$ cat config.mk
export PLATFORM = sky130hd
export DESIGN_NAME = issue_ctrl
export DESIGN_NICKNAME = d
export VERILOG_FILES = /design/src/hazard_cfg_pkg.sv /design/src/hazard_inst_pkg.sv /design/src/issue_ctrl.sv
export SDC_FILE = /design/constraint.sdc
export NUM_CORES = 1
export LEC_CHECK = 0
export BUFFER_PORTS_ARGS = -buffer_cell sky130_fd_sc_hd__buf_2
export CAP_MARGIN = 20
export CORE_AREA = 2 2 39 41
export DETAILED_ROUTE_END_ITERATION = 7
export DIE_AREA = 0 0 41 43
export GPL_ROUTABILITY_DRIVEN = 1
export PLACE_DENSITY = 0.59
export SYNTH_ARGS = -nofsm -noshare
export SYNTH_HDL_FRONTEND = slang
export SYNTH_SLANG_ARGS = --single-unit
$ cat constraint.sdc
create_clock -name vclk -period 1.2
set_input_delay 0 -clock vclk [all_inputs]
set_output_delay 0 -clock vclk [all_outputs]
set_load 0.02 [all_outputs]
$ cat src/hazard_cfg_pkg.sv
/*
 * hazard unit configuration
 * default sizes for the pending-write table and the slot allocator
 */

`default_nettype none

package hazard_cfg_pkg;

    // slots in the pending-write table
    localparam int DEF_DEPTH = 8;

    // one free slot per instruction of the pair
    localparam int MIN_FREE = 2;

endpackage : hazard_cfg_pkg

`default_nettype wire

$ cat src/hazard_inst_pkg.sv
/*
 * instruction field types for the hazard unit
 * register addresses and the issue code of an instruction pair
 */

`default_nettype none

package hazard_inst_pkg;

    localparam int REG_ADDR_W = 5;

    typedef logic [REG_ADDR_W-1:0] reg_addr_t;

    localparam reg_addr_t REG_X0 = '0; // hardwired zero, never tracked

    // one issue bit per instruction of the pair
    typedef logic [1:0] issue_t;

    localparam int ISS_INST1 = 0; // older instruction
    localparam int ISS_INST2 = 1; // younger instruction

    localparam issue_t ISSUE_NONE  = 2'b00;
    localparam issue_t ISSUE_FIRST = 2'b01;
    localparam issue_t ISSUE_BOTH  = 2'b11;

endpackage : hazard_inst_pkg

`default_nettype wire

$ cat src/issue_ctrl.sv
/*
 * issue control
 * checks inst2 against inst1's write and picks the issue code
 * from room, interrupt, serialization and hazard levels
 */

`default_nettype none

module issue_ctrl #(
    parameter int DEPTH = hazard_cfg_pkg::DEF_DEPTH
) (
    input  wire                              inst1_valid_i,
    input  wire                              inst1_rd_we_i,
    input  wire hazard_inst_pkg::reg_addr_t  inst1_rd_i,

    input  wire                              inst2_valid_i,
    input  wire                              inst2_rd_we_i,
    input  wire hazard_inst_pkg::reg_addr_t  inst2_rd_i,
    input  wire hazard_inst_pkg::reg_addr_t  inst2_rs1_i,
    input  wire hazard_inst_pkg::reg_addr_t  inst2_rs2_i,

    input  wire                              inst1_table_hazard_i,
    input  wire                              inst2_table_hazard_i,
    input  wire                              room_ok_i,

    input  wire                              irq_req_i,
    input  wire                              inst1_jump_i,
    input  wire                              inst1_branch_i,

    input  wire [$clog2(DEPTH)-1:0]          free_id1_i,
    input  wire [$clog2(DEPTH)-1:0]          free_id2_i,

    output hazard_inst_pkg::issue_t          issue_o,
    output logic [$clog2(DEPTH)-1:0]         inst1_id_o,
    output logic [$clog2(DEPTH)-1:0]         inst2_id_o
);

    import hazard_inst_pkg::*;

    logic inst1_writes;
    logic pair_raw;
    logic pair_waw;
    logic pair_hazard;

    assign inst1_writes = inst1_valid_i && inst1_rd_we_i && (inst1_rd_i != REG_X0);

    // rd is nonzero here, so a match also means a nonzero source
    assign pair_raw = inst2_valid_i && ((inst2_rs1_i == inst1_rd_i) ||
                                        (inst2_rs2_i == inst1_rd_i));
    assign pair_waw = inst2_valid_i && inst2_rd_we_i && (inst2_rd_i == inst1_rd_i);

    assign pair_hazard = inst1_writes && (pair_raw || pair_waw);

    always_comb begin
        if (!room_ok_i || irq_req_i || inst1_table_hazard_i) begin
            issue_o = ISSUE_NONE;       // nothing may go
        end else if (inst1_jump_i || inst1_branch_i) begin
            issue_o = ISSUE_FIRST;      // serialize behind control flow
        end else if (inst2_table_hazard_i || pair_hazard) begin
            issue_o = ISSUE_FIRST;      // younger one waits
        end else begin
            issue_o = ISSUE_BOTH;
        end
    end

    // IDs only mean something for issued instructions
    assign inst1_id_o = issue_o[ISS_INST1] ? free_id1_i : '0;
    assign inst2_id_o = issue_o[ISS_INST2] ? free_id2_i : '0;

endmodule : issue_ctrl

`default_nettype wire

==> impl_metrics.toml <==
[status]
status = "finished clean"

[layout]
final_common_cell = "buf_2"
final_util_pct = 44.8
area_delta_synth_final_pct = 123
num_antenna_cells = 0
seq_area_um2 = 0
final_cell_count_no_fill = 102
seq_cell_count = 0
layout_common_cells = "buf_2 (38), xor2_1 (12), buf_4 (8)"
drive_gt1_share_pct = 65.1
fill_cells = 164
fin_nets = 124
fin_area_um2 = 621
clkbuf_count = 0
multi_input_area_um2 = 317

[pwr]
pwr-share-clk_pct = 0
p_sw_mw = 0.0748
peakVddDrop_v = 0.000105
swShare_pct = 43.5
power_density_nw_per_um2 = 277
finalPower_mw = 0.172
leakagePower_nw = 0.312
p_int_mw = 0.0972
power_frac_seq_pct = 0
comb_power_share_pct = 100.0

[die]
dieArea_um2 = 1760
rows = 14
dieHeight_um = 43
start_util_pct = 20.1
core_area_um2 = 1380
ioPinCount = 44
die_x_um = 41

[timing]
layout_min_cycle_time_ns = 1.19
holdWs_ns = 0.318
slew_violations = 0
hold_viol = 0
relSlewSlack_pct = 78.4
grt_setup_unrepaired = "true"
finalCritPeriodShare_pct = 99.5
tightest_slew_ns = 0.323
fmax_mhz = 838
finalSetupViolCount = 0

[setup_path]
worstPathArrival_ns = 1.19
worstSetupPathType = "primary input to output pin"
crit_required_ns = 1.20
start_kind = "primary input"
endpoint_kind = "output pin"
path_max_fanout = 4

[run]
cap_violations = 0

[grt]
grt_pass1_vias = 375
grt_max_degree = 6
grt_pass1_wl_um = 1390
grt_overflow = 0
grt_util_all_layers_pct = 10.5
antenna_found_initial = 0

[placed_design]
port_buffers = 44
place_congestion = 0.653
dpl.cell_count = 102
dp.final_hpwl_um = 902
dpl-instance-area_um2 = 564

[worst_hold_path]
min_from = "free_id1_i[2]"
whs_endpoint = "inst1_id_o[2]"
min_path_cells = 3
min_path_type = "primary input to output pin"

[logic_synthesis]
synth_area_leader_cell = "xor2_1"
syn_nets = 73
syn_area_per_cell_um2 = 7.51
ys_types = 15
ys_warn_count = 0
yosys-top-cells-area = "xor2_1 (38%), xnor2_1 (9.5%), and2_1 (6.8%)"
synth_top_area_share_pct = 37.8
synth_cells = 37
syn_area_um2 = 278
ys_seq_area_share_pct = 0

[detailed_routing]
wl_per_cell_um = 9.92
vias_per_cell = 4.30
drtAntennaViolNets = 0
drc = 0
drtIter0Drc = 2
num_vias = 439
routed_wirelength_um = 1010
drt_first_pass_iters = 4

[clock_tree]
post-cts-setup-buffer-count = 0
hold_buffers = 0
[power by group through the flow]
stage,combinational (mW),sequential (mW),clock [mW]
after floorplan,0.0602,0,0
after global placement,0.156,0,0
after detailed placement,0.159,0,0
after CTS,0.164,0,0
after global routing,0.187,0,0
final,0.172,0,0
[layout make-up]
class	instances	share of cell area, %
multi-input combinational	37	51.0
tap	16	3.23
timing repair buffer	49	45.8
[Yosys cell counts (all sizes together)]
library cell and n:
o2111ai 1, nor4b 2, and2 3, nor2b 1, nor3 2, a32oi 1
or4 1, nand3 1, nor2 4, xor2 12, a21oi 1, nor4 1
xnor2 3, nor3b 1, nand2 3
[worst max-delay path by stage]
stage                                to  cells after the start     startpoint
final                        issue_o[1]                      6  inst1_rd_i[2]
after global routing         issue_o[1]                      6  inst1_rd_i[2]
after detailed placement  inst2_id_o[1]                      6  inst1_rd_i[1]
after CTS                    issue_o[1]                      6  inst1_rd_i[4]
after global placement    inst2_id_o[0]                      6  inst1_rd_i[1]
after floorplan           inst2_id_o[0]                      4      irq_req_i
[logic make-up (layout without fill, tap and decap cells)]
group,count (synthesis),after routing,share of synthesized area [%]
AOI/OAI and AO/OA,3,3,11.7
buffers and inverters,0,49,0
xor gates and xnor gates,15,15,47.3
and+or+nand+nor,19,19,41.0
[per-stage QoR]
stage	setup slack [ns]	setup TNS [ns]
after floorplan	0.0930	0
after global placement	0.00317	0
after detailed placement	-0.0269	-0.103
after CTS	0.00638	0
after global routing	-0.0338	-0.0931
final	0.00657	0
[layer usage]
| metal | part of all wire, % | global-route usage, % | vias up |
|---|---|---|---|
| met5 | 0 | 0 | - |
| met4 | 0 | 0 | 0 |
| met3 | 5.1 | 0 | 0 |
| met2 | 58 | 20.6 | 13 |
| met1 | 36 | 12.3 | 197 |
| li1 | - | - | 229 |
[what timing repair did]
action,CTS,global route
setup endpoints to repair,4,4
gates resized for setup,9,4
pin swaps,5,3
gates cloned,0,0
hold endpoints to repair,0,0
[worst max-delay path, stage by stage]
cell	delay, ns
buf_6	0.10
or4_4	0.54
o2111ai_4	0.22
a21oi_4	0.06
nor2b_2	0.14
buf_6	0.13
(Power assumes the default switching activity.)
