$ cat config.mk
export PLATFORM = sky130hd
export DESIGN_NAME = pending_table
export DESIGN_NICKNAME = d
export VERILOG_FILES = /design/src/hazard_cfg_pkg.sv /design/src/hazard_inst_pkg.sv /design/src/pending_table.sv
export SDC_FILE = /design/constraint.sdc
export NUM_CORES = 1
export LEC_CHECK = 0
export BUFFER_PORTS_ARGS = -buffer_cell sky130_fd_sc_hd__buf_2
export CORE_ASPECT_RATIO = 1.75
export CORE_MARGIN = 5
export CORE_UTILIZATION = 40
export CTS_BUF_LIST = sky130_fd_sc_hd__clkbuf_8
export DETAILED_ROUTE_END_ITERATION = 10
export PLACE_DENSITY = 0.65
export SLEW_MARGIN = 20
export SYNTH_ARGS = -nofsm -noshare
export SYNTH_HDL_FRONTEND = slang
export SYNTH_SLANG_ARGS = --single-unit
$ cat constraint.sdc
create_clock -name clk -period 1.7 [get_ports clk]
set_input_delay 0.085 -clock clk [delete_from_list [all_inputs] [get_ports clk]]
set_output_delay 0.085 -clock clk [all_outputs]
set_load 0.02 [all_outputs]
$ cat src/hazard_cfg_pkg.sv
/*
 * hazard unit configuration
 * default sizes for the pending-write table and the slot allocator
 */

`default_nettype none

package hazard_cfg_pkg;

    // slots in the pending-write table
    localparam int DEF_DEPTH = 8;

    // one free slot per instruction of the pair
    localparam int MIN_FREE = 2;

endpackage : hazard_cfg_pkg

`default_nettype wire

$ cat src/hazard_inst_pkg.sv
/*
 * instruction field types for the hazard unit
 * register addresses and the issue code of an instruction pair
 */

`default_nettype none

package hazard_inst_pkg;

    localparam int REG_ADDR_W = 5;

    typedef logic [REG_ADDR_W-1:0] reg_addr_t;

    localparam reg_addr_t REG_X0 = '0; // hardwired zero, never tracked

    // one issue bit per instruction of the pair
    typedef logic [1:0] issue_t;

    localparam int ISS_INST1 = 0; // older instruction
    localparam int ISS_INST2 = 1; // younger instruction

    localparam issue_t ISSUE_NONE  = 2'b00;
    localparam issue_t ISSUE_FIRST = 2'b01;
    localparam issue_t ISSUE_BOTH  = 2'b11;

endpackage : hazard_inst_pkg

`default_nettype wire

$ cat src/pending_table.sv
/*
 * pending-write table
 * one slot per issued writer that has not written back yet,
 * filled at issue and cleared by either commit port
 */

`default_nettype none

module pending_table #(
    parameter int DEPTH = hazard_cfg_pkg::DEF_DEPTH
) (
    input  wire                                          clk,
    input  wire                                          rst_n,

    input  wire hazard_inst_pkg::issue_t                 issue_i,

    input  wire                                          inst1_valid_i,
    input  wire                                          inst1_rd_we_i,
    input  wire hazard_inst_pkg::reg_addr_t              inst1_rd_i,
    input  wire [$clog2(DEPTH)-1:0]                      inst1_id_i,

    input  wire                                          inst2_valid_i,
    input  wire                                          inst2_rd_we_i,
    input  wire hazard_inst_pkg::reg_addr_t              inst2_rd_i,
    input  wire [$clog2(DEPTH)-1:0]                      inst2_id_i,

    input  wire                                          commit_valid_i,
    input  wire [$clog2(DEPTH)-1:0]                      commit_id_i,
    input  wire                                          commit2_valid_i,
    input  wire [$clog2(DEPTH)-1:0]                      commit2_id_i,

    output logic [DEPTH-1:0]                             slot_valid_o,
    output hazard_inst_pkg::reg_addr_t [DEPTH-1:0]       slot_rd_o
);

    import hazard_inst_pkg::*;

    logic [DEPTH-1:0]      slot_valid_q;
    reg_addr_t [DEPTH-1:0] slot_rd_q;
    logic                  wr1;
    logic                  wr2;
    logic                  cmt_on_id1;
    logic                  cmt_on_id2;

    // a slot is only taken by an issued instruction that really writes
    assign wr1 = issue_i[ISS_INST1] && inst1_valid_i && inst1_rd_we_i && (inst1_rd_i != REG_X0);
    assign wr2 = issue_i[ISS_INST2] && inst2_valid_i && inst2_rd_we_i && (inst2_rd_i != REG_X0);

    always_ff @(posedge clk or negedge rst_n) begin
        if (!rst_n) begin
            slot_valid_q <= '0;
        end else begin
            if (commit_valid_i) begin
                slot_valid_q[commit_id_i] <= 1'b0;
            end
            if (commit2_valid_i) begin
                slot_valid_q[commit2_id_i] <= 1'b0;
            end
            // issue writes last so they win over a commit
            if (wr1) begin
                slot_valid_q[inst1_id_i] <= 1'b1;
            end
            if (wr2) begin
                slot_valid_q[inst2_id_i] <= 1'b1;
            end
        end
    end

    always_ff @(posedge clk) begin
        if (wr1) begin
            slot_rd_q[inst1_id_i] <= inst1_rd_i;
        end
        if (wr2) begin
            slot_rd_q[inst2_id_i] <= inst2_rd_i;
        end
    end

    assign slot_valid_o = slot_valid_q;
    assign slot_rd_o    = slot_rd_q;

    // commit retiring the slot an instruction is about to take
    assign cmt_on_id1 = (commit_valid_i && (commit_id_i == inst1_id_i)) ||
                        (commit2_valid_i && (commit2_id_i == inst1_id_i));
    assign cmt_on_id2 = (commit_valid_i && (commit_id_i == inst2_id_i)) ||
                        (commit2_valid_i && (commit2_id_i == inst2_id_i));

    // allocator IDs must point at a slot that is free or retiring
    a_wr1_free_slot: assert property (@(posedge clk) disable iff (!rst_n)
        wr1 |-> (!slot_valid_q[inst1_id_i] || cmt_on_id1));
    a_wr2_free_slot: assert property (@(posedge clk) disable iff (!rst_n)
        wr2 |-> (!slot_valid_q[inst2_id_i] || cmt_on_id2));

    // write-back only for an instruction still tracked
    a_commit_pending: assert property (@(posedge clk) disable iff (!rst_n)
        commit_valid_i |-> slot_valid_q[commit_id_i]);
    a_commit2_pending: assert property (@(posedge clk) disable iff (!rst_n)
        commit2_valid_i |-> slot_valid_q[commit2_id_i]);

endmodule : pending_table

`default_nettype wire

==> results of run 1 <==
[final cells by class]
cell class	instances	area (sq um)	area share [%]
Clock buffer	5	68.8	2.22
Clock inverter	3	42.5	1.37
Multi-Input combinational cell	231	1280	41.2
Sequential cell	48	1000	32.3
Tap cell	80	100	3.23
Timing Repair Buffer	100	606	19.6
[registers in the layout, indices dropped and copies added, names as in the netlist]
register,flops
slot_rd_o,40
slot_valid_o,8
[power by group through the flow]
stage	Clock (uW)	Sequential, uW	Combinational, uW
floorplan	0	1960	363
finish	850	1590	1210
detailed placement	0	1620	1220
CTS	870	1590	1220
global placement	0	1610	1200
global route	913	1630	1320
[cells by family (layout without fill, tap and decap cells)]
| kind of cell | count (synthesis) | in the layout |
|---|---|---|
| flip-flops | 48 | 48 |
| AND/OR/NAND/NOR | 128 | 128 |
| AO/OA/AOI/OAI | 103 | 103 |
| buffers and inverters | 30 | 108 |
[per-stage QoR]
step                      worst slack [ps]  hold slack [ps]  power, uW
after floorplan                        286             -211       2320
after global placement                 179            -58.7       2810
after detailed placement               131            -59.0       2830
after CTS                              480              112       3690
after global routing                   363              133       3860
final                                  464              117       3660
[placed cells by master (no fill, tap or decap)]
cell type / n
a31oi_1: 40
buf_4: 16
o221ai_1: 1
and4b_1: 2
dlygate4sd3_1: 1
clkinvlp_4: 1
o211ai_1: 8
clkbuf_8: 5
nor2b_1: 15
and2_1: 3
clkinv_2: 1
nand2_1: 30
dfrtp_1: 8
o21ai_2: 1
buf_2: 79
o21bai_2: 1
dfxtp_1: 40
nor2_1: 43
or4_4: 2
nand2b_1: 2
o211ai_2: 8
o21ai_1: 1
o21ai_0: 39
and4_1: 2
a22oi_1: 2
buf_12: 4
bufinv_16: 1
nand3_1: 29
a32oi_1: 2
[worst max-delay path by stage]
stage | start | endpoint | cells past startpoint
finish | inst2_rd_i[1] | slot_rd_o[12] | 5
global route | inst2_rd_i[1] | slot_rd_o[10] | 5
CTS | inst2_rd_i[1] | slot_rd_o[5] | 6
detailed placement | inst2_rd_i[1] | slot_rd_o[5] | 6
global placement | inst2_rd_i[1] | slot_valid_o[2] | 4
floorplan | inst2_rd_i[2] | slot_rd_o[13] | 7
[routing by layer]
| metal | vias up | wire length (microns) | track usage, % |
|---|---|---|---|
| li1 | 1267 | - | - |
| met1 | 1202 | 3110 | 21.9 |
| met2 | 109 | 4320 | 37.3 |
| met3 | 17 | 472 | 4.04 |
| met4 | 0 | 227 | 13.3 |
| met5 | - | 0 | 0 |
[tightest hold or removal path, cell delays in order]
cell	delay, ps
buf_2	150
nand3_1	80
a31oi_1	70
==> metrics.cfg, run 1 <==
[logic_synthesis]
synth-xor-area-share_pct = 0
synthAdderAreaFrac_pct = 0
yosysWarningCount = 0
syn_area_sq_mm = 0.00248
netlist.top_cell.by_area = dfxtp_1
syn_inst = 309
ys.flop_type = dfxtp_1
synthMuxAreaShare_pct = 0
synth_nets = 341
netlist_top_cells_count = nor2_1 (43), a31oi_1 (40), dfxtp_1 (40)
syn_avg_cell_area_sq_um = 8.02
ys_seq_area_share_pct = 40.4
synth_compound_area_share_pct = 27.1
yosysMostFrequentCell = nor2_1
synth_top_family_by_area = compound AO/OA/AOI/OAI gates
synth_area_leaders = dfxtp_1 (32%), a31oi_1 (10%), dfrtp_1 (8.1%), o21ai_0 (7.9%), nor2_1 (6.5%)
synth-seq-cells = 48
synth.top_cell.area_share_pct = 32.3
synth-async-reset-ratio_pct = 16.7
synth_edf_count = 0
yosys.area_share.simple_pct = 24.4
synth.distinct_cells = 26

[finish]
area_growth_pct = 24.9
nNetsFinal = 418
utilization_pct = 50.4
fillCellCount = 616
drive_above_1_share_pct = 30.7
antenna_cells = 0
layout.cells.non_filler = 467
fin_area_sq_mm = 0.00309

[worst_hold_path]
holdPathStages = 3
hold_end = slot_rd_o[14]
min_from = inst1_rd_i[4]
min_path_type = in -> reg

[worst_setup_path]
critPathBufInv = 1
critPathArrivalTime_ps = 1470
regToRegSetupSlack_ps = 970
cp.required_ps = 1940
cp_slowest_cell = or4_4
cp-start-kind = input port
cp-end-kind = flop
r2r-start = slot_rd_o[31]
path_delay_family = simple AND/OR/NAND/NOR gates
reg2reg_to = slot_rd_o[31]
critPathKind = in -> reg
critical_path.cell_chain = buf_2 > or4_4 > o211ai_2 > nor2_1 > a31oi_1
crit_fanout = 11
r2r_cells = 2
slowest_delay_ps = 620

[die]
die_x_microns = 69.5
ios = 80
initial_core_util_pct = 40.4
rows = 38
die_h_microns = 114
coreArea_sq_mm = 0.00613
die_area_sq_mm = 0.00793

[cts]
cts.hold.buffers_added = 1
cts_sinks = 48
cts_tree = built
clock_latency_ps = 310
cts-htree-levels = 2
numCtsBuffers = 5
max-clock-path-buffers = 2
clk_pin_slew_ps = 100
post_cts_resized = 0
cts_setup_buffers = 0
cts_root_buffer = clkbuf_8

[timing]
finalClockSkew_ps = 0
setup_viol = 0
slew_viol_final = 0
period_share_pct = 72.7
worst_pin_slew_ps = 529
finalHoldViolations = 0
max_freq_ghz = 0.809
maxSlewHeadroom_pct = 64.7
fin_setup_tns_ps = 0
rsz0062_at_grt = false
finalCriticalPeriod_ps = 1240

[placement]
dp_cells = 458
place_area_sq_mm = 0.00297
dp_hpwl_mm = 6.07
port_buffers = 79
finalWeightedCongestion = 0.922

[power_and_ir_drop]
irDropWorstVdd_v = 0.000623
switchingPower_uw = 1350
p_leak_uw = 0.00132
clock_power_share_pct = 23.2
power.internal_uw = 2310
power_density_mw_per_mm2 = 1180
comb_power_share_pct = 33.1
switching_share_pct = 36.9
power_frac_seq_pct = 43.6

[routing]
vias = 2595
drtAntennaViolNets = 0
drtIter0Drc = 169
routedWlPerCell_microns = 17.4
dr.pass1.iters = 4
drc = 0
wirelength_mm = 8.12
viasPerCell = 5.56

[grt]
overflow = 0
grt_usage_pct = 20.8
grt_pass1_vias = 2589
grt_max_degree = 28
antenna_found_initial = 0
grt_pass1_wl_mm = 12.9

[job]
maxCapViolCount = 0

[run_status]
status = finished clean

No activity file was read; power rests on OpenSTA's default activity.
==> inputs of run 2 (changes only) <==
- clock period: 1.7 -> 1.2 ns (I/O delays scaled with it)
==> metrics.cfg, run 2 (synthesized netlist as in run 1, its figures left out) <==
[die]
initial_core_util_pct = 40.4  ; unchanged
rows = 38  ; unchanged
die_h_microns = 114  ; unchanged
ios = 80  ; unchanged
die_area_sq_mm = 0.00793  ; unchanged
die_x_microns = 69.5  ; unchanged
coreArea_sq_mm = 0.00613  ; unchanged

[timing]
period_share_pct = 97.6
slew_viol_final = 0  ; unchanged
whs_ps = 106  ; -11.4 ps
finalHoldViolations = 0  ; unchanged
rsz0062_at_grt = true
worst_pin_slew_ps = 479  ; -49.6 ps
finalClockSkew_ps = 0  ; unchanged
setup_viol = 0  ; unchanged
finalCriticalPeriod_ps = 1170
maxSlewHeadroom_pct = 68.0  ; +3.3 points
max_freq_ghz = 0.854

[worst_setup_path]
r2r_cells = 2  ; unchanged
r2r-start = slot_rd_o[0]
cp-end-kind = flop
cp-start-kind = input port
reg2reg_to = slot_rd_o[0]
crit_fanout = 10  ; -1
crit_start = inst2_rd_i[3]
critPathKind = in -> reg
critPathArrivalTime_ps = 1410  ; -60 ps
cp.required_ps = 1440  ; -500 ps
regToRegSetupSlack_ps = 460  ; -510 ps

[worst_hold_path]
min_path_type = in -> async

[placement]
port_buffers = 79  ; unchanged
finalWeightedCongestion = 0.940  ; +2.0%
dp_hpwl_mm = 6.36  ; +4.7%

[routing]
vias = 2676  ; +3.1%
drc = 0  ; unchanged
viasPerCell = 5.56  ; +0.12%
routedWlPerCell_microns = 17.1  ; -1.9%
wirelength_mm = 8.21  ; +1.1%
dr.pass1.iters = 5  ; +1
drtIter0Drc = 133  ; -21%
drtAntennaViolNets = 0  ; unchanged

[grt]
overflow = 0  ; unchanged
grt_pass1_wl_mm = 12.9  ; +0.22%
grt_pass1_vias = 2605  ; +0.62%
antenna_found_initial = 0  ; unchanged
grt_usage_pct = 20.9  ; +0.13 points
grt_max_degree = 25  ; -11%

[finish]
area_growth_pct = 33.0
antenna_cells = 0  ; unchanged
final_cell_mix = buf_2 (79), nor2_1 (43), a31oi_1 (40), dfxtp_1 (40), o21ai_0 (39)
nNetsFinal = 432  ; +3.3%
largest_reg_flops = 40  ; unchanged
layout_commonest_cell = buf_2
drive_above_1_share_pct = 32.9  ; +2.2 points
fillCellCount = 585  ; -5.0%
utilization_pct = 53.7  ; +3.3 points

[power_and_ir_drop]
power_density_mw_per_mm2 = 1570  ; +33%
irDropWorstVdd_v = 0.000617  ; -1.0%
p_leak_uw = 0.00142  ; +8.1%

[cts]
clock_latency_ps = 310  ; about the same
clk_pin_slew_ps = 90  ; about the same
cts_setup_buffers = 0  ; unchanged
numCtsBuffers = 5  ; unchanged
cts_root_buffer = clkbuf_8
cts_sinks = 48  ; unchanged
cts_tree = built
max-clock-path-buffers = 2  ; unchanged
cts-htree-levels = 2  ; unchanged

[job]
maxCapViolCount = 0  ; unchanged

[run_status]
status = finished clean

[run 2: changes by cell type in the layout (fill, tap and decap cells not counted), sizes merged]
| cell | previous run | this run |
|---|---|---|
| inv | 0 | 1 |
| buf | 99 | 113 |
| clkinvlp | 1 | 0 |
[run 2: power by group]
part           internal [uW]  switching (uW)  total, uW  leakage, uW
combinational            648            1100       1750     0.000923
sequential              2030             228       2260     0.000442
clock                    610             561       1170    0.0000593
total                   3290            1890       5180      0.00142
[run 2: timing repair]
action / CTS / global route
endpoints found under the hold margin: 8 / 0
setup endpoints to repair: 0 / 4
hold buffers: 1 / 0
gates resized for setup: 0 / 2
[run 2: critical path: stages]
cell	delay [ps]
buf_2	110
or4_4	620
o211ai_2	220
buf_6	170
nor2_1	50
a31oi_1	170
[run 2: per-layer routing]
metal  part of all wire, %  GRT usage (%)  vias to the layer above
met5                     0              0                        -
met4                   6.3           14.7                        0
met3                   6.1           4.48                       32
met2                    52           37.0                      121
met1                    36           21.7                     1233
li1                      -              -                     1290
[run 2: how the worst max path moves through the flow]
stage	slack, ps	depth (start not counted)	endpoint
floorplan	-170	7	slot_rd_o[16]
global placement	-280	6	slot_rd_o[27]
detailed placement	-310	6	slot_rd_o[0]
CTS	20	6	slot_rd_o[0]
global route	-20	6	slot_rd_o[5]
finish	30	6	slot_rd_o[0]
[run 2: cell type report]
type	instances	area (sq um)	share of cell area [%]
Clock buffer	5	68.8	2.09
Clock inverter	3	38.8	1.18
Multi-Input combinational cell	231	1280	39.0
Sequential cell	48	1000	30.4
Tap cell	80	100	3.04
Timing Repair Buffer	114	802	24.3
[run 2: through the flow]
stage	setup TNS (ps)	instance area (sq um)	setup slack, ps	total power [uW]	instances
after floorplan	-7590	2490	-170	3300	309
after global placement	-9640	3170	-281	4030	472
after detailed placement	-10730	3170	-308	4050	472
after CTS	0	3280	17.4	5210	481
after global routing	-27.5	3290	-15.1	5450	481
final	0	3290	28.5	5180	481
