[src/hazard_cfg_pkg.sv]
/*
 * hazard unit configuration
 * default sizes for the pending-write table and the slot allocator
 */

`default_nettype none

package hazard_cfg_pkg;

    // slots in the pending-write table
    localparam int DEF_DEPTH = 8;

    // one free slot per instruction of the pair
    localparam int MIN_FREE = 2;

endpackage : hazard_cfg_pkg

`default_nettype wire

[src/hazard_inst_pkg.sv]
/*
 * instruction field types for the hazard unit
 * register addresses and the issue code of an instruction pair
 */

`default_nettype none

package hazard_inst_pkg;

    localparam int REG_ADDR_W = 5;

    typedef logic [REG_ADDR_W-1:0] reg_addr_t;

    localparam reg_addr_t REG_X0 = '0; // hardwired zero, never tracked

    // one issue bit per instruction of the pair
    typedef logic [1:0] issue_t;

    localparam int ISS_INST1 = 0; // older instruction
    localparam int ISS_INST2 = 1; // younger instruction

    localparam issue_t ISSUE_NONE  = 2'b00;
    localparam issue_t ISSUE_FIRST = 2'b01;
    localparam issue_t ISSUE_BOTH  = 2'b11;

endpackage : hazard_inst_pkg

`default_nettype wire

[src/hazard_check.sv]
/*
 * table hazard check for one instruction
 * RAW on rs1/rs2 and WAW on rd against every live pending slot
 */

`default_nettype none

module hazard_check #(
    parameter int DEPTH = hazard_cfg_pkg::DEF_DEPTH
) (
    input  wire                                          valid_i,
    input  wire                                          rd_we_i,
    input  wire hazard_inst_pkg::reg_addr_t              rd_i,
    input  wire hazard_inst_pkg::reg_addr_t              rs1_i,
    input  wire hazard_inst_pkg::reg_addr_t              rs2_i,

    input  wire [DEPTH-1:0]                              slot_valid_i,
    input  wire hazard_inst_pkg::reg_addr_t [DEPTH-1:0]  slot_rd_i,

    input  wire                                          commit_valid_i,
    input  wire [$clog2(DEPTH)-1:0]                      commit_id_i,
    input  wire                                          commit2_valid_i,
    input  wire [$clog2(DEPTH)-1:0]                      commit2_id_i,

    output logic                                         table_hazard_o
);

    import hazard_inst_pkg::*;

    localparam int ID_W = $clog2(DEPTH);

    logic             rs1_chk;
    logic             rs2_chk;
    logic             rd_chk;
    logic [DEPTH-1:0] live;
    logic [DEPTH-1:0] raw_hit;
    logic [DEPTH-1:0] waw_hit;

    // x0 never depends on anything
    assign rs1_chk = valid_i && (rs1_i != REG_X0);
    assign rs2_chk = valid_i && (rs2_i != REG_X0);
    assign rd_chk  = valid_i && rd_we_i && (rd_i != REG_X0);

    for (genvar i = 0; i < DEPTH; i++) begin : g_slot
        // result is written back this cycle, so no longer a hazard
        assign live[i] = slot_valid_i[i] &&
                         !(commit_valid_i && (commit_id_i == ID_W'(i))) &&
                         !(commit2_valid_i && (commit2_id_i == ID_W'(i)));

        assign raw_hit[i] = live[i] && ((rs1_chk && (rs1_i == slot_rd_i[i])) ||
                                        (rs2_chk && (rs2_i == slot_rd_i[i])));
        assign waw_hit[i] = live[i] && rd_chk && (rd_i == slot_rd_i[i]);
    end

    assign table_hazard_o = |(raw_hit | waw_hit);

endmodule : hazard_check

`default_nettype wire

[config.mk]
export PLATFORM = sky130hd
export DESIGN_NAME = hazard_check
export DESIGN_NICKNAME = d
export VERILOG_FILES = /design/src/hazard_cfg_pkg.sv /design/src/hazard_inst_pkg.sv /design/src/hazard_check.sv
export SDC_FILE = /design/constraint.sdc
export NUM_CORES = 1
export LEC_CHECK = 0
export ABC_AREA = 1
export BUFFER_PORTS_ARGS = -buffer_cell sky130_fd_sc_hd__buf_2
export CAP_MARGIN = 10
export CELL_PAD_IN_SITES_DETAIL_PLACEMENT = 2
export CELL_PAD_IN_SITES_GLOBAL_PLACEMENT = 2
export CORE_UTILIZATION = 28
export DETAILED_ROUTE_END_ITERATION = 8
export PLACE_DENSITY = 0.95
export SYNTH_ARGS = -nofsm -noshare
export SYNTH_HDL_FRONTEND = slang
export SYNTH_SLANG_ARGS = --single-unit
[constraint.sdc]
create_clock -name vclk -period 1.9
set_clock_uncertainty 0.2 [all_clocks]
set_input_delay 0.095 -clock vclk [all_inputs]
set_output_delay 0.095 -clock vclk [all_outputs]
set_load 0.03 [all_outputs]
==> impl_results.html, run 1 <==
<table>
<tr><th>Metric</th><th>Value</th></tr>
<tr><th colspan="2">STA</th></tr>
<tr><td>Share of the clock period used by the worst path after layout</td><td>95.4%</td></tr>
<tr><td>Unrepaired setup endpoints after global routing</td><td>false</td></tr>
<tr><td>Normalized max-slew margin</td><td>78.1%</td></tr>
<tr><td>Min Clock Period, post-route</td><td>1810 ps</td></tr>
<tr><td>Total count of max-transition violations in the final report</td><td>0</td></tr>
<tr><td>Final setup TNS</td><td>0 ps</td></tr>
<tr><td>Highest achievable clock rate</td><td>551 MHz</td></tr>
<tr><td>Worst-margin pin slew</td><td>329 ps</td></tr>
<tr><td>Number of hold violations in the final report</td><td>0</td></tr>
<tr><td>Final setup violation count</td><td>0</td></tr>
<tr><th colspan="2">GRT</th></tr>
<tr><td>Overall overflow remaining after global route</td><td>0</td></tr>
<tr><td>Antenna violations before repair</td><td>0</td></tr>
<tr><td>First-pass GRT wire length</td><td>13.7 mm</td></tr>
<tr><td>Via count of the first global-routing pass</td><td>2743</td></tr>
<tr><td>Global-route usage over all layers</td><td>23.0%</td></tr>
<tr><td>Maximum number of pins on one net before global-route repair</td><td>13</td></tr>
<tr><th colspan="2">Synthesis</th></tr>
<tr><td>Proportion of netlist area held by the largest area contributor</td><td>28.1%</td></tr>
<tr><td>Syn Nets</td><td>428</td></tr>
<tr><td>Cells taking the most area after synthesis</td><td>xor2_1, nand2_1, xnor2_1</td></tr>
<tr><td>Post-Synthesis Cell Area</td><td>2060 um2</td></tr>
<tr><td>Cells after Synth</td><td>355</td></tr>
<tr><td>Cell accounting for the most synthesized area</td><td>xor2_1</td></tr>
<tr><td>Synth Area per Inst</td><td>5.80 um2</td></tr>
<tr><td>Yosys cell types</td><td>19</td></tr>
<tr><td>Yosys warning total</td><td>0</td></tr>
<tr><td>Sequential share of the synthesized area</td><td>0%</td></tr>
<tr><th colspan="2">Setup path</th></tr>
<tr><td>Worst Path Arrival</td><td>1520 ps</td></tr>
<tr><td>Kind of start point of the critical path</td><td>primary input</td></tr>
<tr><td>Largest fanout on the critical path</td><td>10</td></tr>
<tr><td>Critical path required time</td><td>1600 ps</td></tr>
<tr><td>Critical path start-end classification</td><td>primary input to primary output</td></tr>
<tr><td>Endpoint class of the critical path</td><td>primary output</td></tr>
<tr><th colspan="2">Floorplan</th></tr>
<tr><td>Die footprint</td><td>7700 um2</td></tr>
<tr><td>Number of standard-cell rows in the floorplan</td><td>30</td></tr>
<tr><td>Placeable core region</td><td>6940 um2</td></tr>
<tr><td>Die height</td><td>87.7 um</td></tr>
<tr><td>Die W</td><td>87.7 um</td></tr>
<tr><td>Starting Density</td><td>29.6%</td></tr>
<tr><td>I/O pin count</td><td>74</td></tr>
<tr><th colspan="2">Layout</th></tr>
<tr><td>Summed area of non-filler cells in the final layout</td><td>2480 um2</td></tr>
<tr><td>FF+latch area</td><td>0 um2</td></tr>
<tr><td>Clock buffer count in the final layout</td><td>0</td></tr>
<tr><td>Synthesis-to-finish area growth</td><td>20.7%</td></tr>
<tr><td>Total inserted antenna cells</td><td>0</td></tr>
<tr><td>Number of nets in the layout</td><td>494</td></tr>
<tr><td>Sequential cell count</td><td>0</td></tr>
<tr><td>Post-route non-filler standard cell count</td><td>515</td></tr>
<tr><td>Ratio of cells with drive above 1 in the final layout</td><td>23.4%</td></tr>
<tr><th colspan="2">Routing</th></tr>
<tr><td>First-pass detailed-route iteration total</td><td>4</td></tr>
<tr><td>Post-route ant nets</td><td>0</td></tr>
<tr><td>Via count</td><td>2475</td></tr>
<tr><td>Wire length per cell after detailed routing</td><td>16.9 um</td></tr>
<tr><td>Post-detailed-routing wire length</td><td>8.70 mm</td></tr>
<tr><td>Iteration-0 DRC count of the detailed router</td><td>55</td></tr>
<tr><td>Detail-routed via count per cell</td><td>4.81</td></tr>
<tr><td>DRC viols</td><td>0</td></tr>
<tr><th colspan="2">Power and ir drop</th></tr>
<tr><td>Power per standard cell area</td><td>243 nW/um2</td></tr>
<tr><td>Leakage</td><td>1.32 nW</td></tr>
<tr><td>Maximum VDD drop</td><td>91.8 uV</td></tr>
<tr><th colspan="2">Place</th></tr>
<tr><td>Global placement routability congestion</td><td>0.848</td></tr>
<tr><td>HPWL after detailed placement</td><td>7.35 mm</td></tr>
<tr><td>Port Buffer Count</td><td>74</td></tr>
<tr><td>Instance area at placement</td><td>2450 um2</td></tr>
<tr><td>Placed instance count</td><td>515</td></tr>
<tr><th colspan="2">Worst hold path</th></tr>
<tr><td>Hold Path Depth</td><td>7</td></tr>
<tr><td>Class of the tightest hold or removal check</td><td>primary input to primary output</td></tr>
<tr><td>Beginning of the worst hold path</td><td>slot_valid_i[4]</td></tr>
<tr><td>Hold Path End</td><td>table_hazard_o</td></tr>
<tr><th colspan="2">CTS</th></tr>
<tr><td>Post-CTS Setup Inserts</td><td>0</td></tr>
<tr><td>Hold buffer count at CTS</td><td>0</td></tr>
<tr><th colspan="2">Run status</th></tr>
<tr><td>Status</td><td>finished clean</td></tr>
<tr><th colspan="2">Job</th></tr>
<tr><td>Maxcap violations</td><td>0</td></tr>
</table>
==> metal layers <==
layer  up-vias  share of wire, %  GRT usage [%]
li1       1222                 -              -
met1      1193                44           27.9
met2        50                52           44.7
met3        10               2.1          0.754
met4         0               1.5           4.62
met5         -                 0              0
==> how the worst max path moves through the flow <==
stage / cells after the start / start / slack [ps] / endpoint
final: 13 / rs1_i[1] / 90 / table_hazard_o
after global routing: 12 / rs1_i[2] / 4 / table_hazard_o
after CTS: 13 / rd_i[0] / 80 / table_hazard_o
after detailed placement: 13 / rd_i[0] / 90 / table_hazard_o
after global placement: 13 / rd_i[0] / 180 / table_hazard_o
after floorplan: 12 / rs1_i[1] / 560 / table_hazard_o
==> logic make-up after synthesis <==
kind of cell,count (synthesis),share of synthesized area (%)
and+or+nand+nor,199,40.0
xor gates and xnor gates,97,41.3
buffers and inverters,48,13.6
AOI/OAI and AO/OA,11,5.11
==> placed cells by master, fill, tap and decap left out <==
cell | synthesis | final
nand2_1 | 102 | 102
nor2_4 | 0 | 1
nand3_1 | 32 | 32
nor2_2 | 3 | 4
buf_4 | 4 | 4
nand3b_1 | 2 | 2
inv_2 | 3 | 3
o221a_2 | 8 | 8
nand2_2 | 1 | 1
inv_1 | 30 | 29
inv_4 | 0 | 1
nor3_1 | 1 | 1
xnor2_1 | 31 | 31
nor2_1 | 51 | 49
or2_2 | 1 | 1
nand4_1 | 4 | 4
clkbuf_4 | 0 | 6
or2_0 | 2 | 2
xor2_1 | 66 | 66
buf_2 | 0 | 67
a21oi_1 | 3 | 3
buf_12 | 0 | 2
==> critical path, cell delays in order <==
cell     delay, ps
buf_2          180
inv_1          190
nand2_1         80
nand2_1         70
nand2_1         60
nor2_1         120
nand3_1         90
nand3_1        110
nand2_1         60
nand2_1         90
nor2_1          60
nand2_1        100
buf_2          210
==> repair_timing <==
action | CTS | global route
endpoints found under the setup margin | 0 | 1
gates resized for setup | 0 | 13
endpoints found under the hold margin | 0 | 0
==> stage by stage <==
step                      util [%]  total power [mW]  hold WS, ps  setup WS (ps)
after floorplan                  -             0.372          433            564
after global placement        35.4             0.558          654            183
after detailed placement      35.4             0.598          689           86.0
after CTS                     35.4             0.600          692           82.7
after global routing          35.8             0.658          716           3.52
final                         35.8             0.604          692           86.5
==> cells in the mapped netlist <==
master and number:
or2_0 2, nand3b_1 2, a21oi_1 3, nor2_2 3, nand4_1 4, inv_1 30, buf_4 4, clkbuf_8 1
nor2_1 51, nand2_2 1, xor2_1 66, or2_2 1, nand3_1 32, xnor2_1 31, buf_6 10, nand2_1 102
nor3_1 1, o221a_2 8, inv_2 3
==> final cells by class <==
cell class | instances | area (um2)
fillers | 909 | 4460
repair buffers | 79 | 450
well taps | 96 | 120
multi-input cells | 307 | 1790
inverters | 33 | 126
==> where the power goes <==
part | total [mW] | switching [mW] | internal (mW)
Clock | 0 | 0 | 0
Sequential | 0 | 0 | 0
Combinational | 0.604 | 0.360 | 0.244
Total | 0.604 | 0.360 | 0.244
Note: power is estimated with default switching activity, not from simulation.
==> run 2: changes to the inputs <==
--- a/config.mk
+++ b/config.mk
@@ -12,7 +12,9 @@
 export CELL_PAD_IN_SITES_GLOBAL_PLACEMENT = 2
 export CORE_UTILIZATION = 28
 export DETAILED_ROUTE_END_ITERATION = 8
+export MAX_ROUTING_LAYER = met4
 export PLACE_DENSITY = 0.95
+export RECOVER_POWER = 50
 export SYNTH_ARGS = -nofsm -noshare
 export SYNTH_HDL_FRONTEND = slang
 export SYNTH_SLANG_ARGS = --single-unit
==> impl_results.html, run 2 (same netlist as run 1, synthesis figures left out) <==
<table>
<tr><th>Metric</th><th>Value</th></tr>
<tr><th colspan="2">STA</th></tr>
<tr><td>Total count of max-transition violations in the final report</td><td>0 (unchanged)</td></tr>
<tr><td>Highest achievable clock rate</td><td>548 MHz (-0.58%)</td></tr>
<tr><td>Number of hold violations in the final report</td><td>0 (unchanged)</td></tr>
<tr><td>Slack of the critical path</td><td>75.9 ps (-10.6 ps)</td></tr>
<tr><td>Share of the clock period used by the worst path after layout</td><td>96.0% (+0.56 points)</td></tr>
<tr><td>Worst-margin pin slew</td><td>328 ps (-1.47 ps)</td></tr>
<tr><td>Final setup violation count</td><td>0 (unchanged)</td></tr>
<tr><td>Min Clock Period, post-route</td><td>1820 ps (+10.6 ps)</td></tr>
<tr><td>Normalized max-slew margin</td><td>78.2% (+0.098 points)</td></tr>
<tr><td>Final setup TNS</td><td>0 ps (unchanged)</td></tr>
<tr><td>Unrepaired setup endpoints after global routing</td><td>false</td></tr>
<tr><th colspan="2">Setup path</th></tr>
<tr><td>Endpoint class of the critical path</td><td>primary output</td></tr>
<tr><td>Worst Path Arrival</td><td>1530 ps (about the same)</td></tr>
<tr><td>Largest fanout on the critical path</td><td>8 (-2)</td></tr>
<tr><td>Kind of start point of the critical path</td><td>primary input</td></tr>
<tr><td>Critical path launch point</td><td>rs1_i[3]</td></tr>
<tr><td>Critical path start-end classification</td><td>primary input to primary output</td></tr>
<tr><td>Critical path required time</td><td>1600 ps (about the same)</td></tr>
<tr><th colspan="2">GRT</th></tr>
<tr><td>First-pass GRT wire length</td><td>13.4 mm (-1.5%)</td></tr>
<tr><td>Via count of the first global-routing pass</td><td>2840 (+3.5%)</td></tr>
<tr><td>Overall overflow remaining after global route</td><td>0 (unchanged)</td></tr>
<tr><td>Antenna violations before repair</td><td>0 (unchanged)</td></tr>
<tr><td>Global-route usage over all layers</td><td>23.3% (+0.21 points)</td></tr>
<tr><td>Maximum number of pins on one net before global-route repair</td><td>13 (unchanged)</td></tr>
<tr><th colspan="2">Routing</th></tr>
<tr><td>First-pass detailed-route iteration total</td><td>4 (unchanged)</td></tr>
<tr><td>Wire length per cell after detailed routing</td><td>16.7 um (-1.2%)</td></tr>
<tr><td>Iteration-0 DRC count of the detailed router</td><td>29 (-47%)</td></tr>
<tr><td>Via count</td><td>2492 (+0.69%)</td></tr>
<tr><td>Post-route ant nets</td><td>0 (unchanged)</td></tr>
<tr><td>Post-detailed-routing wire length</td><td>8.61 mm (-1.0%)</td></tr>
<tr><td>DRC viols</td><td>0 (unchanged)</td></tr>
<tr><td>Detail-routed via count per cell</td><td>4.83 (+0.49%)</td></tr>
<tr><th colspan="2">Job</th></tr>
<tr><td>Maxcap violations</td><td>0 (unchanged)</td></tr>
<tr><th colspan="2">Place</th></tr>
<tr><td>Instance area at placement</td><td>2440 um2 (-0.71%)</td></tr>
<tr><td>Port Buffer Count</td><td>74 (unchanged)</td></tr>
<tr><td>Post-Place Setup Slack</td><td>86.6 ps (+0.567 ps)</td></tr>
<tr><td>Global placement routability congestion</td><td>0.847 (about the same)</td></tr>
<tr><td>HPWL after detailed placement</td><td>7.30 mm (-0.73%)</td></tr>
<tr><th colspan="2">Layout</th></tr>
<tr><td>Summed area of non-filler cells in the final layout</td><td>2440 um2 (-1.8%)</td></tr>
<tr><td>Most common library cell in the layout ignoring fill and taps</td><td>nand2_1</td></tr>
<tr><td>Most frequent cells in the layout</td><td>nand2_1, buf_2, xor2_1</td></tr>
<tr><td>Clock buffer count in the final layout</td><td>0 (unchanged)</td></tr>
<tr><td>Fillers</td><td>943 (+3.7%)</td></tr>
<tr><td>Total inserted antenna cells</td><td>0 (unchanged)</td></tr>
<tr><td>Sequential cell count</td><td>0 (unchanged)</td></tr>
<tr><td>Synthesis-to-finish area growth</td><td>18.5%</td></tr>
<tr><td>FF+latch area</td><td>0 um2 (unchanged)</td></tr>
<tr><td>Ratio of cells with drive above 1 in the final layout</td><td>22.9% (-0.53 points)</td></tr>
<tr><td>Number of nets in the layout</td><td>495 (+0.20%)</td></tr>
<tr><th colspan="2">Power and ir drop</th></tr>
<tr><td>Leakage</td><td>1.32 nW (-0.63%)</td></tr>
<tr><td>Power consumption</td><td>589 uW (-2.5%)</td></tr>
<tr><td>Maximum VDD drop</td><td>82.4 uV (-10%)</td></tr>
<tr><td>Power per standard cell area</td><td>241 nW/um2 (-0.69%)</td></tr>
<tr><th colspan="2">Run status</th></tr>
<tr><td>Status</td><td>finished clean</td></tr>
<tr><th colspan="2">Floorplan</th></tr>
<tr><td>Starting Density</td><td>29.6% (unchanged)</td></tr>
<tr><td>Die footprint</td><td>7700 um2 (unchanged)</td></tr>
<tr><td>Die height</td><td>87.7 um (unchanged)</td></tr>
<tr><td>I/O pin count</td><td>74 (unchanged)</td></tr>
<tr><td>Placeable core region</td><td>6940 um2 (unchanged)</td></tr>
<tr><td>Number of standard-cell rows in the floorplan</td><td>30 (unchanged)</td></tr>
<tr><td>Die W</td><td>87.7 um (unchanged)</td></tr>
<tr><th colspan="2">Worst hold path</th></tr>
<tr><td>Class of the tightest hold or removal check</td><td>primary input to primary output</td></tr>
<tr><td>Beginning of the worst hold path</td><td>slot_valid_i[6]</td></tr>
<tr><th colspan="2">CTS</th></tr>
<tr><td>Hold buffer count at CTS</td><td>0 (unchanged)</td></tr>
<tr><td>Resized Gates After CTS</td><td>0 (unchanged)</td></tr>
<tr><td>Post-CTS Setup Inserts</td><td>0 (unchanged)</td></tr>
</table>
-- run 2: cell count changes in the layout (fill, tap and decap cells not counted), sizes merged --
cell and delta:
buf +6, clkbuf -5
-- run 2: per-stage QoR --
stage | util, % | cells | hold WS [ps]
after floorplan | - | 355 | 433
after global placement | 35.1 | 516 | 644
after detailed placement | 35.1 | 516 | 651
after CTS | 35.1 | 516 | 654
after global routing | 35.1 | 516 | 684
final | 35.1 | 516 | 649
-- run 2: final cells by class --
cell class / instances / area, um2 / area share (%)
Timing Repair Buffer: 80 / 418 / 17.1
Inverter: 33 / 124 / 5.08
Multi-Input combinational cell: 307 / 1780 / 72.9
Tap cell: 96 / 120 / 4.92
-- run 2: layer usage --
metal,share of wire (%),vias to the layer above,track usage [%]
met2,53,50,45.5
li1,-,1221,-
met1,43,1207,26.3
met4,2.1,0,4.62
met5,0,-,-
met3,1.5,14,0.283
-- run 2: path summary, 6_finish.rpt --
check | to | slack (ps) | cells after the start
hold / removal | table_hazard_o | 650 | 7
setup / recovery | table_hazard_o | 80 | 11
-- run 2: power by group --
| part | switching [mW] | internal, mW | leakage, nW |
|---|---|---|---|
| clock | 0 | 0 | 0 |
| combinational | 0.354 | 0.235 | 1.32 |
| sequential | 0 | 0 | 0 |
| total | 0.354 | 0.235 | 1.32 |
-- run 2: worst max-delay path, stage by stage --
cell and delay (ps):
buf_2 290, buf_4 190, xor2_1 170, nor2_1 70
nand3_1 100, nand3_1 90, nand2_1 70, nand2_1 60
nor2_1 130, nand2_1 80, buf_2 180
